$ cat src/sat_lit_pkg.sv
package sat_lit_pkg;

    // ********************
    // literal word layout
    // ********************

    localparam int LIT_W = 3;

    // base to cell. neg is sampled only on a write strobe,
    // assigned/val carry the variable state the rest of the time.
    typedef struct packed {
        logic neg;      // literal polarity, 1 for a negated literal.
        logic assigned; // variable has a value.
        logic val;      // variable value.
    } lit_in_t;

    // cell to base.
    typedef struct packed {
        logic rsvd;      // always zero.
        logic imp_valid; // this literal is implied.
        logic imp_val;   // value the variable must take.
    } lit_out_t;

    // one bus word, decoded by direction.
    typedef union packed {
        lit_in_t  in;
        lit_out_t out;
    } lit_word_u;

    // ********************
    // variable value codes
    // ********************

    localparam logic VAL_FALSE = 1'b0;
    localparam logic VAL_TRUE  = 1'b1;

endpackage

$ cat src/sat_clause_pkg.sv
package sat_clause_pkg;

    // ********************
    // free literal count
    // ********************

    localparam int FREE_W = 2;

    // saturating codes, anything above one reads as many.
    localparam logic [FREE_W-1:0] FREE_NONE = 2'd0;
    localparam logic [FREE_W-1:0] FREE_ONE  = 2'd1;
    localparam logic [FREE_W-1:0] FREE_MANY = 2'd2;

    // add two counts and clamp at FREE_MANY.
    function automatic logic [FREE_W-1:0] free_sat_add(
        input logic [FREE_W-1:0] a,
        input logic [FREE_W-1:0] b
    );
        logic [FREE_W:0] sum;
        sum = a + b;
        if (sum >= FREE_MANY) begin
            return FREE_MANY;
        end
        return sum[FREE_W-1:0];
    endfunction

endpackage

$ cat src/lit_group.sv
`timescale 1ns/1ps

module lit_group #(
    parameter int GROUP_LITS = 4
) (
    input  logic                                   clk,
    input  logic                                   rst,
    input  logic                                   wr_i,
    input  sat_lit_pkg::lit_word_u [GROUP_LITS-1:0] lits_i,
    output sat_lit_pkg::lit_word_u [GROUP_LITS-1:0] lits_o,
    input  logic                                   imp_drv_i,
    output logic [sat_clause_pkg::FREE_W-1:0]      free_cnt_o,
    output logic                                   sat_o
);

    logic [GROUP_LITS-1:0] neg_r;    // stored polarity per literal.
    logic [GROUP_LITS-1:0] true_val; // value that makes each literal true.
    logic [GROUP_LITS-1:0] lit_free;
    logic [GROUP_LITS-1:0] lit_true;
    logic [sat_clause_pkg::FREE_W-1:0] free_cnt;

    // ********************
    // polarity storage
    // ********************

    always_ff @(posedge clk) begin
        if (!rst) begin
            neg_r <= '0;
        end else if (wr_i) begin
            for (int i = 0; i < GROUP_LITS; i++) begin
                neg_r[i] <= lits_i[i].in.neg;
            end
        end
    end

    // ********************
    // literal evaluation
    // ********************

    always_comb begin
        for (int i = 0; i < GROUP_LITS; i++) begin
            true_val[i] = neg_r[i] ? sat_lit_pkg::VAL_FALSE : sat_lit_pkg::VAL_TRUE;
            lit_free[i] = !lits_i[i].in.assigned;
            lit_true[i] = lits_i[i].in.assigned && (lits_i[i].in.val == true_val[i]);
        end
    end

    // free count clamps at two, enough for the unit check.
    always_comb begin
        free_cnt = sat_clause_pkg::FREE_NONE;
        for (int i = 0; i < GROUP_LITS; i++) begin
            if (lit_free[i]) begin
                free_cnt = sat_clause_pkg::free_sat_add(free_cnt, sat_clause_pkg::FREE_ONE);
            end
        end
    end

    assign free_cnt_o = free_cnt;
    assign sat_o      = |lit_true;

    // ********************
    // implication drive
    // ********************

    // only the free literal gets a word while the clause is unit.
    always_comb begin
        for (int i = 0; i < GROUP_LITS; i++) begin
            lits_o[i] = '0;
            if (imp_drv_i && lit_free[i]) begin
                lits_o[i].out.imp_valid = 1'b1;
                lits_o[i].out.imp_val   = true_val[i];
            end
        end
    end

endmodule

$ cat src/clause_ctrl.sv
`timescale 1ns/1ps

module clause_ctrl #(
    parameter int LEN_W = 5
) (
    input  logic                              clk,
    input  logic                              rst,
    input  logic                              wr_i,
    input  logic [sat_clause_pkg::FREE_W-1:0] free_cnt_lo_i,
    input  logic [sat_clause_pkg::FREE_W-1:0] free_cnt_hi_i,
    input  logic                              sat_lo_i,
    input  logic                              sat_hi_i,
    input  logic [LEN_W-1:0]                  clause_len_i,
    input  logic                              apply_impl_i,
    input  logic                              apply_bkt_i,
    output logic                              imp_drv_o,
    output logic                              conflict_o,
    output logic [LEN_W-1:0]                  clause_len_o
);

    logic [sat_clause_pkg::FREE_W-1:0] free_total;
    logic                              clause_sat;
    logic                              reason;     // clause is the reason of an implication.
    logic                              need_clear; // reason clause has seen a conflict.
    logic [LEN_W-1:0]                  clause_len_r;

    // ********************
    // clause evaluation
    // ********************

    assign free_total = sat_clause_pkg::free_sat_add(free_cnt_lo_i, free_cnt_hi_i);
    assign clause_sat = sat_lo_i | sat_hi_i;

    // unit clause drives its last literal.
    assign imp_drv_o  = !clause_sat && (free_total == sat_clause_pkg::FREE_ONE);
    assign conflict_o = !clause_sat && (free_total == sat_clause_pkg::FREE_NONE);

    // ********************
    // reason tracking
    // ********************

    always_ff @(posedge clk) begin
        if (!rst) begin
            reason <= 1'b0;
        end else if (apply_impl_i && imp_drv_o) begin
            reason <= 1'b1;
        end else if (apply_bkt_i && need_clear) begin
            reason <= 1'b0; // backtrack past the implied literal.
        end
    end

    always_ff @(posedge clk) begin
        if (!rst) begin
            need_clear <= 1'b0;
        end else if (reason && conflict_o) begin
            need_clear <= 1'b1;
        end else if (!reason) begin
            need_clear <= 1'b0;
        end
    end

    // ********************
    // clause length
    // ********************

    always_ff @(posedge clk) begin
        if (!rst) begin
            clause_len_r <= '0;
        end else if (wr_i) begin
            clause_len_r <= clause_len_i;
        end
    end

    // a reason clause is kept out of the learnt-clause search.
    assign clause_len_o = reason ? '0 : clause_len_r;

endmodule

$ cat src/clause_cell.sv
`timescale 1ns/1ps

module clause_cell #(
    parameter int NUM_LITS = 8,
    parameter int LEN_W    = 5
) (
    input  logic                                 clk,
    input  logic                                 rst,
    input  logic                                 wr_i,
    input  sat_lit_pkg::lit_word_u [NUM_LITS-1:0] var_value_i,
    output sat_lit_pkg::lit_word_u [NUM_LITS-1:0] var_value_o,
    input  logic [LEN_W-1:0]                     clause_len_i,
    output logic [LEN_W-1:0]                     clause_len_o,
    input  logic                                 apply_impl_i,
    input  logic                                 apply_bkt_i,
    output logic                                 imp_o,
    output logic                                 conflict_o
);

    localparam int GROUP_LITS = NUM_LITS / 2;

    logic [sat_clause_pkg::FREE_W-1:0] free_cnt_lo;
    logic [sat_clause_pkg::FREE_W-1:0] free_cnt_hi;
    logic                              sat_lo;
    logic                              sat_hi;
    logic                              imp_drv;

    // ********************
    // literal halves
    // ********************

    lit_group #(
        .GROUP_LITS (GROUP_LITS)
    ) lit_group_lo (
        .clk        (clk),
        .rst        (rst),
        .wr_i       (wr_i),
        .lits_i     (var_value_i[GROUP_LITS-1:0]),
        .lits_o     (var_value_o[GROUP_LITS-1:0]),
        .imp_drv_i  (imp_drv),
        .free_cnt_o (free_cnt_lo),
        .sat_o      (sat_lo)
    );

    lit_group #(
        .GROUP_LITS (GROUP_LITS)
    ) lit_group_hi (
        .clk        (clk),
        .rst        (rst),
        .wr_i       (wr_i),
        .lits_i     (var_value_i[NUM_LITS-1:GROUP_LITS]),
        .lits_o     (var_value_o[NUM_LITS-1:GROUP_LITS]),
        .imp_drv_i  (imp_drv),
        .free_cnt_o (free_cnt_hi),
        .sat_o      (sat_hi)
    );

    // ********************
    // clause controller
    // ********************

    clause_ctrl #(
        .LEN_W (LEN_W)
    ) clause_ctrl_inst (
        .clk           (clk),
        .rst           (rst),
        .wr_i          (wr_i),
        .free_cnt_lo_i (free_cnt_lo),
        .free_cnt_hi_i (free_cnt_hi),
        .sat_lo_i      (sat_lo),
        .sat_hi_i      (sat_hi),
        .clause_len_i  (clause_len_i),
        .apply_impl_i  (apply_impl_i),
        .apply_bkt_i   (apply_bkt_i),
        .imp_drv_o     (imp_drv),
        .conflict_o    (conflict_o),
        .clause_len_o  (clause_len_o)
    );

    assign imp_o = imp_drv;

endmodule

$ cat config.mk
export PLATFORM = sky130hd
export DESIGN_NAME = clause_cell
export DESIGN_NICKNAME = d
export VERILOG_FILES = /design/src/sat_lit_pkg.sv /design/src/sat_clause_pkg.sv /design/src/lit_group.sv /design/src/clause_ctrl.sv /design/src/clause_cell.sv
export SDC_FILE = /design/constraint.sdc
export NUM_CORES = 1
export LEC_CHECK = 0
export ABC_CLOCK_PERIOD_IN_PS = 5600
export BUFFER_PORTS_ARGS = -buffer_cell sky130_fd_sc_hd__buf_2
export CAP_MARGIN = 20
export CORE_MARGIN = 4
export CORE_UTILIZATION = 48
export CTS_CLUSTER_SIZE = 24
export DETAILED_ROUTE_END_ITERATION = 6
export HOLD_SLACK_MARGIN = 0.06
export PLACE_DENSITY_LB_ADDON = 0.15
export SYNTH_ARGS = -nofsm -noshare
export SYNTH_HDL_FRONTEND = slang
export SYNTH_SLANG_ARGS = --single-unit
$ cat constraint.sdc
create_clock -name clk -period 5.6 [get_ports clk]
set_clock_uncertainty 0.1 [all_clocks]
set_input_delay 1.12 -clock clk [delete_from_list [all_inputs] [get_ports clk]]
set_output_delay 1.12 -clock clk [all_outputs]
set_load 0.02 [all_outputs]
==> reports/summary.txt, run 1 <==
Critical path data required time -> 4.38 ns
Final WS setup -> 0.3696 ns
Setup Crit Path Kind -> in2out
GRT Overall Usage -> 18.19%
FFs w/ async S/R, synth -> 0%
Worst EP arrival -> 4.01 ns
Top post-synthesis cells by area -> dfxtp_1 25%, mux2i_1 12%, nor2b_1 9.3%
EDFF count, synth -> 0
ANT cells -> 0
FILL cells -> 213
Avg Inst Size Synth -> 8.651 um^2
Critical Path Fanout Max -> 18
Final hold vios -> 0
Worst path cell trace -> buf_2 > inv_1 > ha_1 > nor3_1 > a21oi_1 > mux2i_1 > ha_1 > inv_1 > fa_1 > nand2_1 > a21oi_1 > nand3_2 > nor4_1 > buf_2
Total clock sinks -> 15
Clock transition at the registers of the reported paths -> 0.08 ns
Core Footprint -> 2297 um^2
Post-Synthesis Cells -> 140
Post-route ant nets -> 0
Dominant synthesized flop cell -> dfxtp_1
Share of the synthesized area in the top cell type -> 24.79%
Worst Setup End Kind -> primary output
Detailed-placement wirelength estimate -> 2.439 mm
Routed WL per cell -> 13.50 um
Rows -> 17
First-pass GRT wire length -> 4.919 mm
Crit path largest cell delay -> 0.50 ns
Hold WC Path Type -> reg2reg
Vias in the first global route -> 1,144
Setup bufs post-CTS -> 0
Die Width -> 58.23 um
Sequential area share after synthesis -> 24.79%
Peak Freq -> 0.1912 GHz
Synthesized area -> 1211 um^2
GR Overflow Total -> 0
Vias per cell -> 5.237
Total Wirelength -> 2.957 mm
P_leak -> 0.7522 nW
IO buf count -> 56
Largest area contributor in the netlist -> dfxtp_1
Antenna violations before repair -> 0
Status -> finished clean
Post-Layout Cell Count -> 219
# nets final -> 234
Final period util -> 93.40%
Seq cells post-synth -> 15
Maximum VDD drop -> 0.1620 mV
Max Slew Vio Count -> 0
Max_cap viols -> 0
Footprint of the multi-input gates -> 803.3 um^2
Ys Warns -> 0
Hold_buf cts -> 0
RSZ-0062 raised after global routing -> false
Fin Setup TNS -> 0 ns
Top cell family by delay on the critical path -> simple AND/OR/NAND/NOR gates
Starting DRC count in detailed routing -> 23
Die Footprint -> 3391 um^2
Synth unique cells -> 31
DR vias -> 1,147
Overall power -> 0.2672 mW
Tmin final -> 5.230 ns
Crit path launch type -> input pin
Reg2reg setup slack -> 4.25 ns
Area Overhead vs Synth -> 22.11%
DR DRC count -> 0
Largest net degree at the start of global routing -> 19
PD cells -> 180.7 nW/um^2
Register area -> 300.3 um^2
CTS H-Tree Depth -> 1
CTS tree -> built
Clk_lat worst skew -> 0.27 ns
Placed Cells incl. Taps -> 215
Final Wtd Congestion -> 0.7546
Number of buffers created by CTS -> 3
CTS resizes -> 0
Buffers & Inverters on Critical Path -> 4
Longest Clk Path Bufs -> 2
I/O pin total -> 65
Setup Slack @ Placement -> 0.3458 ns
Setup-failing EPs final -> 0
Initial Util -> 52.72%
Router iterations before antenna repair -> 4
Ratio of cells with drive above 1 in the final layout -> 37.17%
CP max-delay cell -> fa_1
Die height -> 58.23 um
Root buf cell -> clkbuf_4
[per-stage QoR]
| step | area [um^2] | utilization (%) | hold slack (ns) |
|---|---|---|---|
| final | 1479 | 64.38 | 0.4034 |
| after floorplan | 1237 | - | 0.3529 |
| after global placement | 1453 | 63.24 | 0.3687 |
| after global routing | 1479 | 64.38 | 0.4602 |
| after detailed placement | 1453 | 63.24 | 0.3954 |
| after CTS | 1479 | 64.38 | 0.4150 |
[synth_stat cells, types with 2 or more instances]
cell      instances
a21oi_1           6
a22oi_1           3
buf_2             2
buf_4             8
clkbuf_1          5
dfxtp_1          15
ha_1              7
inv_1             9
mux2i_1          14
nand2_1           5
nand3_1           3
nor2b_1          18
nor3_1            2
nor3_2            8
nor4_1            7
o21ai_0           6
xor2_1            8
[per-layer routing]
layer | wire (um) | global-route usage (%) | vias to the layer above
met1 | 1147 | 21.09 | 524
met2 | 1511 | 32.42 | 45
met3 | 257 | 4.232 | 5
met5 | 0 | 0 | -
met4 | 40 | 6.291 | 0
li1 | - | - | 573
[state kept, by name (all words and copies together), names as in the netlist]
register / cells
clause_ctrl_inst.clause_len_r: 5
lit_group_lo.neg_r: 4
clause_ctrl_inst.need_clear: 1
clause_ctrl_inst.reason: 1
lit_group_hi.neg_r: 4
[power by group]
part | switching [mW] | internal (mW)
clock network | 0.0310 | 0.0276
logic | 0.0566 | 0.0349
registers | 0.00487 | 0.112
[area by class of cell]
| cell class | count | share of cell area (%) |
|---|---|---|
| clock buffers | 4 | 1.777 |
| inverters | 9 | 2.284 |
| multi-input cells | 107 | 54.31 |
| flip-flops and latches | 15 | 20.30 |
| well taps | 28 | 2.369 |
| repair buffers | 56 | 18.95 |
[logic make-up after synthesis]
| family | after synthesis | share of synthesized area (%) |
|---|---|---|
| simple gates | 51 | 28.62 |
| compound gates | 18 | 8.988 |
| flops | 15 | 24.79 |
| mux | 14 | 11.57 |
| buf+inv | 25 | 11.05 |
| fa+ha+maj | 8 | 8.884 |
| xor+xnor | 8 | 5.785 |
| other cells | 1 | 0.3096 |
[layout by cell type, fill, tap and decap left out]
cell type | netlist | routed
clkbuf_4 | 0 | 3
a21oi_1 | 6 | 6
and3_1 | 1 | 1
nand4b_1 | 1 | 1
nor4_2 | 1 | 1
nor4_1 | 7 | 7
a222oi_1 | 1 | 1
xor2_1 | 8 | 8
mux2i_1 | 14 | 14
nor3_2 | 8 | 8
nor3b_2 | 1 | 1
a211oi_1 | 1 | 1
conb_1 | 1 | 8
nor3_1 | 2 | 2
nand2_1 | 5 | 5
nor2_1 | 1 | 1
nand2_2 | 1 | 1
nand4_1 | 1 | 1
nor2b_1 | 18 | 18
ha_1 | 7 | 7
nand3_1 | 3 | 3
nand3_2 | 1 | 1
dfxtp_1 | 15 | 15
o21ai_0 | 6 | 6
inv_1 | 9 | 9
fa_1 | 1 | 1
a22oi_1 | 3 | 3
a221oi_1 | 1 | 1
clkbuf_1 | 5 | 1
buf_2 | 2 | 56
[worst paths after layout]
check | start | end | cells past startpoint
hold reg to reg | clause_ctrl_inst.need_clear | clause_ctrl_inst.need_clear | 2
hold / removal | clause_ctrl_inst.need_clear | clause_ctrl_inst.need_clear | 2
setup / recovery | var_value_i[16] | var_value_o[18] | 14
setup reg to reg | lit_group_hi.neg_r[2] | clause_ctrl_inst.need_clear | 4
[worst reg2reg max path, stage by stage (launching register included)]
cell	delay, ns
dfxtp_1	0.34
xor2_1	0.18
a221oi_1	0.39
nand4b_1	0.13
o21ai_0	0.15
Note: power is estimated with default switching activity, not from simulation.
==> run 2, diff against run 1 <==
--- a/config.mk
+++ b/config.mk
@@ -5,11 +5,12 @@
 export SDC_FILE = /design/constraint.sdc
 export NUM_CORES = 1
 export LEC_CHECK = 0
+export ABC_AREA = 1
 export ABC_CLOCK_PERIOD_IN_PS = 5600
 export BUFFER_PORTS_ARGS = -buffer_cell sky130_fd_sc_hd__buf_2
 export CAP_MARGIN = 20
 export CORE_MARGIN = 4
-export CORE_UTILIZATION = 48
+export CORE_UTILIZATION = 49
 export CTS_CLUSTER_SIZE = 24
 export DETAILED_ROUTE_END_ITERATION = 6
 export HOLD_SLACK_MARGIN = 0.06
==> reports/summary.txt, run 2 <==
Status -> finished clean
Reg2reg start -> lit_group_lo.neg_r[0]
Crit path largest cell delay -> 0.48 ns
Post-route ant nets -> 0
Peak Freq -> 0.2109 GHz
Grt met3 use -> 3.050%
Critical Path Fanout Max -> 9
Worst Setup End Kind -> primary output
Area Overhead vs Synth -> 23.39%
Crit path launch type -> input pin
Root buf cell -> clkbuf_4
Clk_lat worst skew -> 0.27 ns
Commonest non-fill, non-tap cells in the layout -> 56 x buf_2, 42 x inv_1, 23 x nand2_1
Longest Clk Path Bufs -> 2
Detailed-placement wirelength estimate -> 2.309 mm
Max Slew Vio Count -> 0
Vias in the first global route -> 1,116
P_leak -> 1.005 nW
CP startpoint -> var_value_i[1]
Total Wirelength -> 2.754 mm
Setup Slack @ Placement -> 0.8757 ns
Reg-to-Reg End -> clause_ctrl_inst.need_clear
Dominant synthesized flop cell -> dfxtp_1
Worst path cell trace -> buf_2 > inv_1 > ha_1 > nand2_1 > nand2_1 > o21ai_1 > o21a_1 > ha_1 > inv_1 > fa_1 > nand2_1 > nor2_4 > nand4_2 > nor2_1 > buf_2
Critical path data required time -> 4.38 ns
Top cell family by delay on the critical path -> adder cells
Ratio of cells with drive above 1 in the final layout -> 36.02%
Top post-synthesis cells by area -> dfxtp_1 23%, inv_1 12%, nand4_2 7.8%
Setup bufs post-CTS -> 0
Maximum VDD drop -> 0.1537 mV
Seq cells post-synth -> 15
CTS resizes -> 0
Sequential area share after synthesis -> 23.48%
Final WS setup -> 0.8578 ns
RSZ-0062 raised after global routing -> false
CP max-delay cell -> fa_1
Largest net degree at the start of global routing -> 27
GRT Overall Usage -> 16.96%
DR DRC count -> 0
EDFF count, synth -> 0
Termination of the worst setup path -> var_value_o[3]
Vias per cell -> 4.571
Largest Register -> clause_ctrl_inst.clause_len_r
Final period util -> 84.68%
Synthesized area -> 1279 um^2
Max_cap viols -> 0
Layer with the highest usage -> met2
Clock transition at the registers of the reported paths -> 0.08 ns
Hold WC Path Type -> reg2reg
Synth cell count leaders -> 42 x inv_1, 23 x nand2_1, 19 x nor2_1, 15 x a21oi_1, 15 x dfxtp_1
Router iterations before antenna repair -> 5
Fin Setup TNS -> 0 ns
Synth unique cells -> 25
Setup-failing EPs final -> 0
GR Overflow Total -> 0
Worst EP arrival -> 3.52 ns
PD cells -> 174.7 nW/um^2
Largest area contributor in the netlist -> dfxtp_1
Post-Synthesis Cells -> 180
Ys Warns -> 0
Die Footprint -> 3491 um^2
# nets final -> 279
Routed WL per cell -> 10.35 um
Die Width -> 59.09 um
Core Footprint -> 2477 um^2
CTS H-Tree Depth -> 1
Tmin final -> 4.742 ns
FFs w/ async S/R, synth -> 0%
Initial Util -> 51.62%
Final Wtd Congestion -> 0.7866
I/O pin total -> 65
Hold_buf cts -> 0
Avg Inst Size Synth -> 7.104 um^2
Die height -> 59.09 um
IO buf count -> 56
Regs by FF count -> clause_ctrl_inst.clause_len_r x5, lit_group_hi.neg_r x4, lit_group_lo.neg_r x4
Final hold vios -> 0
Total clock sinks -> 15
Share of the synthesized area in the top cell type -> 23.48%
Met1 Use GR -> 22.96%
CP Depth -> 15
Most frequent cell after synthesis -> inv_1
Antenna violations before repair -> 0
Reg2reg setup slack -> 4.33 ns
First-pass GRT wire length -> 4.657 mm
DR vias -> 1,216
M2 GR Usage -> 26.50%
ANT cells -> 0
Most common cell after layout, fill and taps aside -> buf_2
CTS tree -> built
Number of buffers created by CTS -> 3
Worst R2R Path Depth -> 7
Starting DRC count in detailed routing -> 27
Crit path top cell by count -> nand2_1
Rows -> 18
Buffers & Inverters on Critical Path -> 4
Setup Crit Path Kind -> in2out
Max reg flops -> 5
[run 2: cell count changes after synthesis, moves of 8 or more]
| cell | change |
|---|---|
| inv_1 | +33 |
| o21ai_0 | +8 |
| a21oi_1 | +9 |
| nor2_1 | +18 |
| xor2_1 | -8 |
| mux2i_1 | -14 |
| nand4_2 | +8 |
| nand2_1 | +18 |
| nor3_2 | -8 |
| nor2b_1 | -18 |
[run 2: worst min-delay path by stage]
stage	slack, ns	depth (start not counted)	end	startpoint
2_1_floorplan	0.33	2	clause_ctrl_inst.clause_len_r[3]	clause_ctrl_inst.clause_len_r[3]
3_3_place_gp	0.35	2	clause_ctrl_inst.clause_len_r[4]	clause_ctrl_inst.clause_len_r[4]
3_5_place_dp	0.35	2	clause_ctrl_inst.clause_len_r[4]	clause_ctrl_inst.clause_len_r[4]
4_1_cts	0.37	2	clause_ctrl_inst.clause_len_r[4]	clause_ctrl_inst.clause_len_r[4]
5_1_grt	0.39	2	clause_ctrl_inst.clause_len_r[1]	clause_ctrl_inst.clause_len_r[1]
6_report	0.36	2	clause_ctrl_inst.clause_len_r[0]	clause_ctrl_inst.clause_len_r[0]
[run 2: cells by family (layout without fill, tap and decap cells)]
group	count (synthesis)	count (layout)	share of synthesized area (%)
AOI/OAI and AO/OA	35	35	15.26
adders and majority gates	8	8	8.415
buffers and inverters	54	103	18.20
and+or+nand+nor	67	67	34.35
DFF	15	15	23.48
other	1	8	0.2933
[run 2: tightest hold or removal path, stage by stage (launching register included)]
cell and delay (ns):
dfxtp_1 0.30, inv_1 0.06, a21oi_1 0.06
[run 2: metal layers]
layer / wire [um] / up-vias
met2: 1314 / 39
met1: 1187 / 512
met4: 29 / 0
met3: 223 / 4
met5: 0 / -
li1: - / 661
[run 2: area by class of cell]
class / count / area, um^2
fill: 253 / 899.6
multi-input combinational: 118 / 772.0
sequential: 15 / 300.3
timing repair buffer: 56 / 280.3
inverter: 43 / 161.4
tap: 30 / 37.54
clock buffer: 4 / 26.28
[run 2: per-stage QoR]
stage / power, mW / util (%) / hold WS [ns] / std cells / instance area (um^2)
after floorplan: 0.1948 / - / 0.3340 / 187 / 1305
after global placement: 0.2183 / 62.63 / 0.3463 / 262 / 1551
after detailed placement: 0.2191 / 62.63 / 0.3516 / 262 / 1551
after CTS: 0.2807 / 63.69 / 0.3654 / 266 / 1578
after global routing: 0.2973 / 63.69 / 0.3917 / 266 / 1578
final: 0.2757 / 63.69 / 0.3620 / 266 / 1578
[run 2: where the power goes]
part	total, mW	switching, mW	internal, mW
Sequential	0.117	0.00369	0.113
Combinational	0.0996	0.0657	0.0338
Clock	0.0591	0.0316	0.0276
==> run 3, diff against run 2 <==
--- a/config.mk
+++ b/config.mk
@@ -6,11 +6,11 @@
 export NUM_CORES = 1
 export LEC_CHECK = 0
 export ABC_AREA = 1
-export ABC_CLOCK_PERIOD_IN_PS = 5600
+export ABC_CLOCK_PERIOD_IN_PS = 4750
 export BUFFER_PORTS_ARGS = -buffer_cell sky130_fd_sc_hd__buf_2
 export CAP_MARGIN = 20
 export CORE_MARGIN = 4
-export CORE_UTILIZATION = 49
+export CORE_UTILIZATION = 45
 export CTS_CLUSTER_SIZE = 24
 export DETAILED_ROUTE_END_ITERATION = 6
 export HOLD_SLACK_MARGIN = 0.06
==> constraint.sdc (replaced) <==
create_clock -name clk -period 4.75 [get_ports clk]
set_clock_uncertainty 0.1 [all_clocks]
set_input_delay 0.95 -clock clk [delete_from_list [all_inputs] [get_ports clk]]
set_output_delay 0.95 -clock clk [all_outputs]
set_load 0.02 [all_outputs]
==> reports/summary.txt, run 3 (synthesis results as in run 2) <==
Met1 Use GR -> 21.98%
Die height -> 61.31 um
P_leak -> 1.008 nW
Max reg flops -> 5
Status -> finished clean
Worst path cell trace -> buf_2 > inv_1 > ha_1 > nand2_1 > nand2_1 > o21ai_1 > o21a_1 > ha_1 > inv_1 > fa_1 > nand2_1 > nor2_4 > nand4_2 > nor2_1 > buf_2
Number of buffers created by CTS -> 3
Total Wirelength -> 2.840 mm
Vias per cell -> 4.539
CTS H-Tree Depth -> 1
Register area -> 300.3 um^2
Buffers & Inverters on Critical Path -> 4
Peak Freq -> 0.2266 GHz
Commonest non-fill, non-tap cells in the layout -> 56 x buf_2, 42 x inv_1, 23 x nand2_1
First-pass GRT wire length -> 4.588 mm
Largest Register -> clause_ctrl_inst.clause_len_r
Hold_buf cts -> 0
Routed WL per cell -> 10.64 um
Largest net degree at the start of global routing -> 27
Max_cap viols -> 0
Setup-failing EPs final -> 0
DR vias -> 1,212
Grt met3 use -> 1.468%
Detailed-placement wirelength estimate -> 2.395 mm
Crit path launch type -> input pin
IO buf count -> 56
Regs by FF count -> clause_ctrl_inst.clause_len_r x5, lit_group_hi.neg_r x4, lit_group_lo.neg_r x4
Fin Setup TNS -> 0 ns
Footprint of the multi-input gates -> 772.0 um^2
Maximum VDD drop -> 0.1762 mV
Layer with the highest usage -> met2
Post-route ant nets -> 0
Crit path top cell by count -> nand2_1
Placed Cells incl. Taps -> 263
Initial Util -> 46.77%
HP Start -> clause_ctrl_inst.clause_len_r[0]
Die Footprint -> 3758 um^2
Tmin final -> 4.414 ns
Antenna violations before repair -> 0
Router iterations before antenna repair -> 4
Die Width -> 61.31 um
Setup Crit Path Kind -> in2out
Total clock sinks -> 15
Post-Layout Cell Count -> 267
Clock transition at the registers of the reported paths -> 0.08 ns
M2 GR Usage -> 26.74%
Hold Slack -> 0.3582 ns
Top cell family by delay on the critical path -> adder cells
GR Overflow Total -> 0
Critical path data required time -> 3.70 ns
Final period util -> 92.93%
Crit path largest cell delay -> 0.47 ns
RSZ-0062 raised after global routing -> false
Critical Path Fanout Max -> 9
Max Slew Vio Count -> 0
Worst Setup End Kind -> primary output
Rows -> 19
CP startpoint -> var_value_i[1]
I/O pin total -> 65
Ratio of cells with drive above 1 in the final layout -> 36.44%
Final core utilization -> 57.80%
DR DRC count -> 0
Area Overhead vs Synth -> 23.58%
Final hold vios -> 0
Final Wtd Congestion -> 0.7468
Longest Clk Path Bufs -> 2
CP max-delay cell -> fa_1
ANT cells -> 0
FILL cells -> 285
Setup bufs post-CTS -> 0
Worst EP arrival -> 3.36 ns
Starting DRC count in detailed routing -> 42
Root buf cell -> clkbuf_4
Most common cell after layout, fill and taps aside -> buf_2
Reg2reg start -> lit_group_hi.neg_r[3]
CTS tree -> built
# nets final -> 279
GRT Overall Usage -> 16.04%
CTS resizes -> 0
Vias in the first global route -> 1,080
Clk_lat worst skew -> 0.28 ns
Hold WC Path Type -> reg2reg
PD cells -> 207.3 nW/um^2
Core Footprint -> 2734 um^2
run 3: per-stage QoR:
stage / cell area (um^2) / total power, mW / setup slack (ns)
2_1_floorplan: 1305 / 0.2296 / 0.6563
3_3_place_gp: 1553 / 0.2584 / 0.4302
3_5_place_dp: 1553 / 0.2602 / 0.3354
4_1_cts: 1580 / 0.3315 / 0.3306
5_1_grt: 1580 / 0.3487 / 0.1841
6_report: 1580 / 0.3276 / 0.3360
run 3: report_power, final:
part / leakage (nW) / internal (mW) / switching [mW] / total (mW)
Sequential: 0.124 / 0.134 / 0.00445 / 0.138
Clock: 0.0177 / 0.0312 / 0.0397 / 0.0709
Combinational: 0.866 / 0.0401 / 0.0786 / 0.119
run 3: path summary, 6_finish.rpt:
kind,endpoint,slack (ns),depth (start not counted)
hold / removal,clause_ctrl_inst.clause_len_r[0],0.36,2
hold reg to reg,clause_ctrl_inst.clause_len_r[0],0.36,2
setup reg to reg,clause_ctrl_inst.need_clear,3.50,7
setup / recovery,var_value_o[12],0.34,15
run 3: metal layers:
layer,part of all wire [%],vias to the layer above
met2,50,26
met5,0,-
met4,0.60,0
met1,46,523
li1,-,661
met3,4.0,2
run 3: layout make-up:
type | instances | area share, %
sequential | 15 | 19.00
tap | 31 | 2.454
inverter | 43 | 10.21
multi-input combinational | 118 | 48.85
clock buffer | 3 | 1.425
clock inverter | 1 | 0.3167
timing repair buffer | 56 | 17.74
run 3: worst reg2reg max path, stage by stage (launching register included):
cell and delay, ns:
dfxtp_1 0.34, inv_1 0.08, nand2_1 0.06, nand3_2 0.07, nand2_4 0.07, nor2_8 0.23
nand3_2 0.13, a21oi_2 0.13
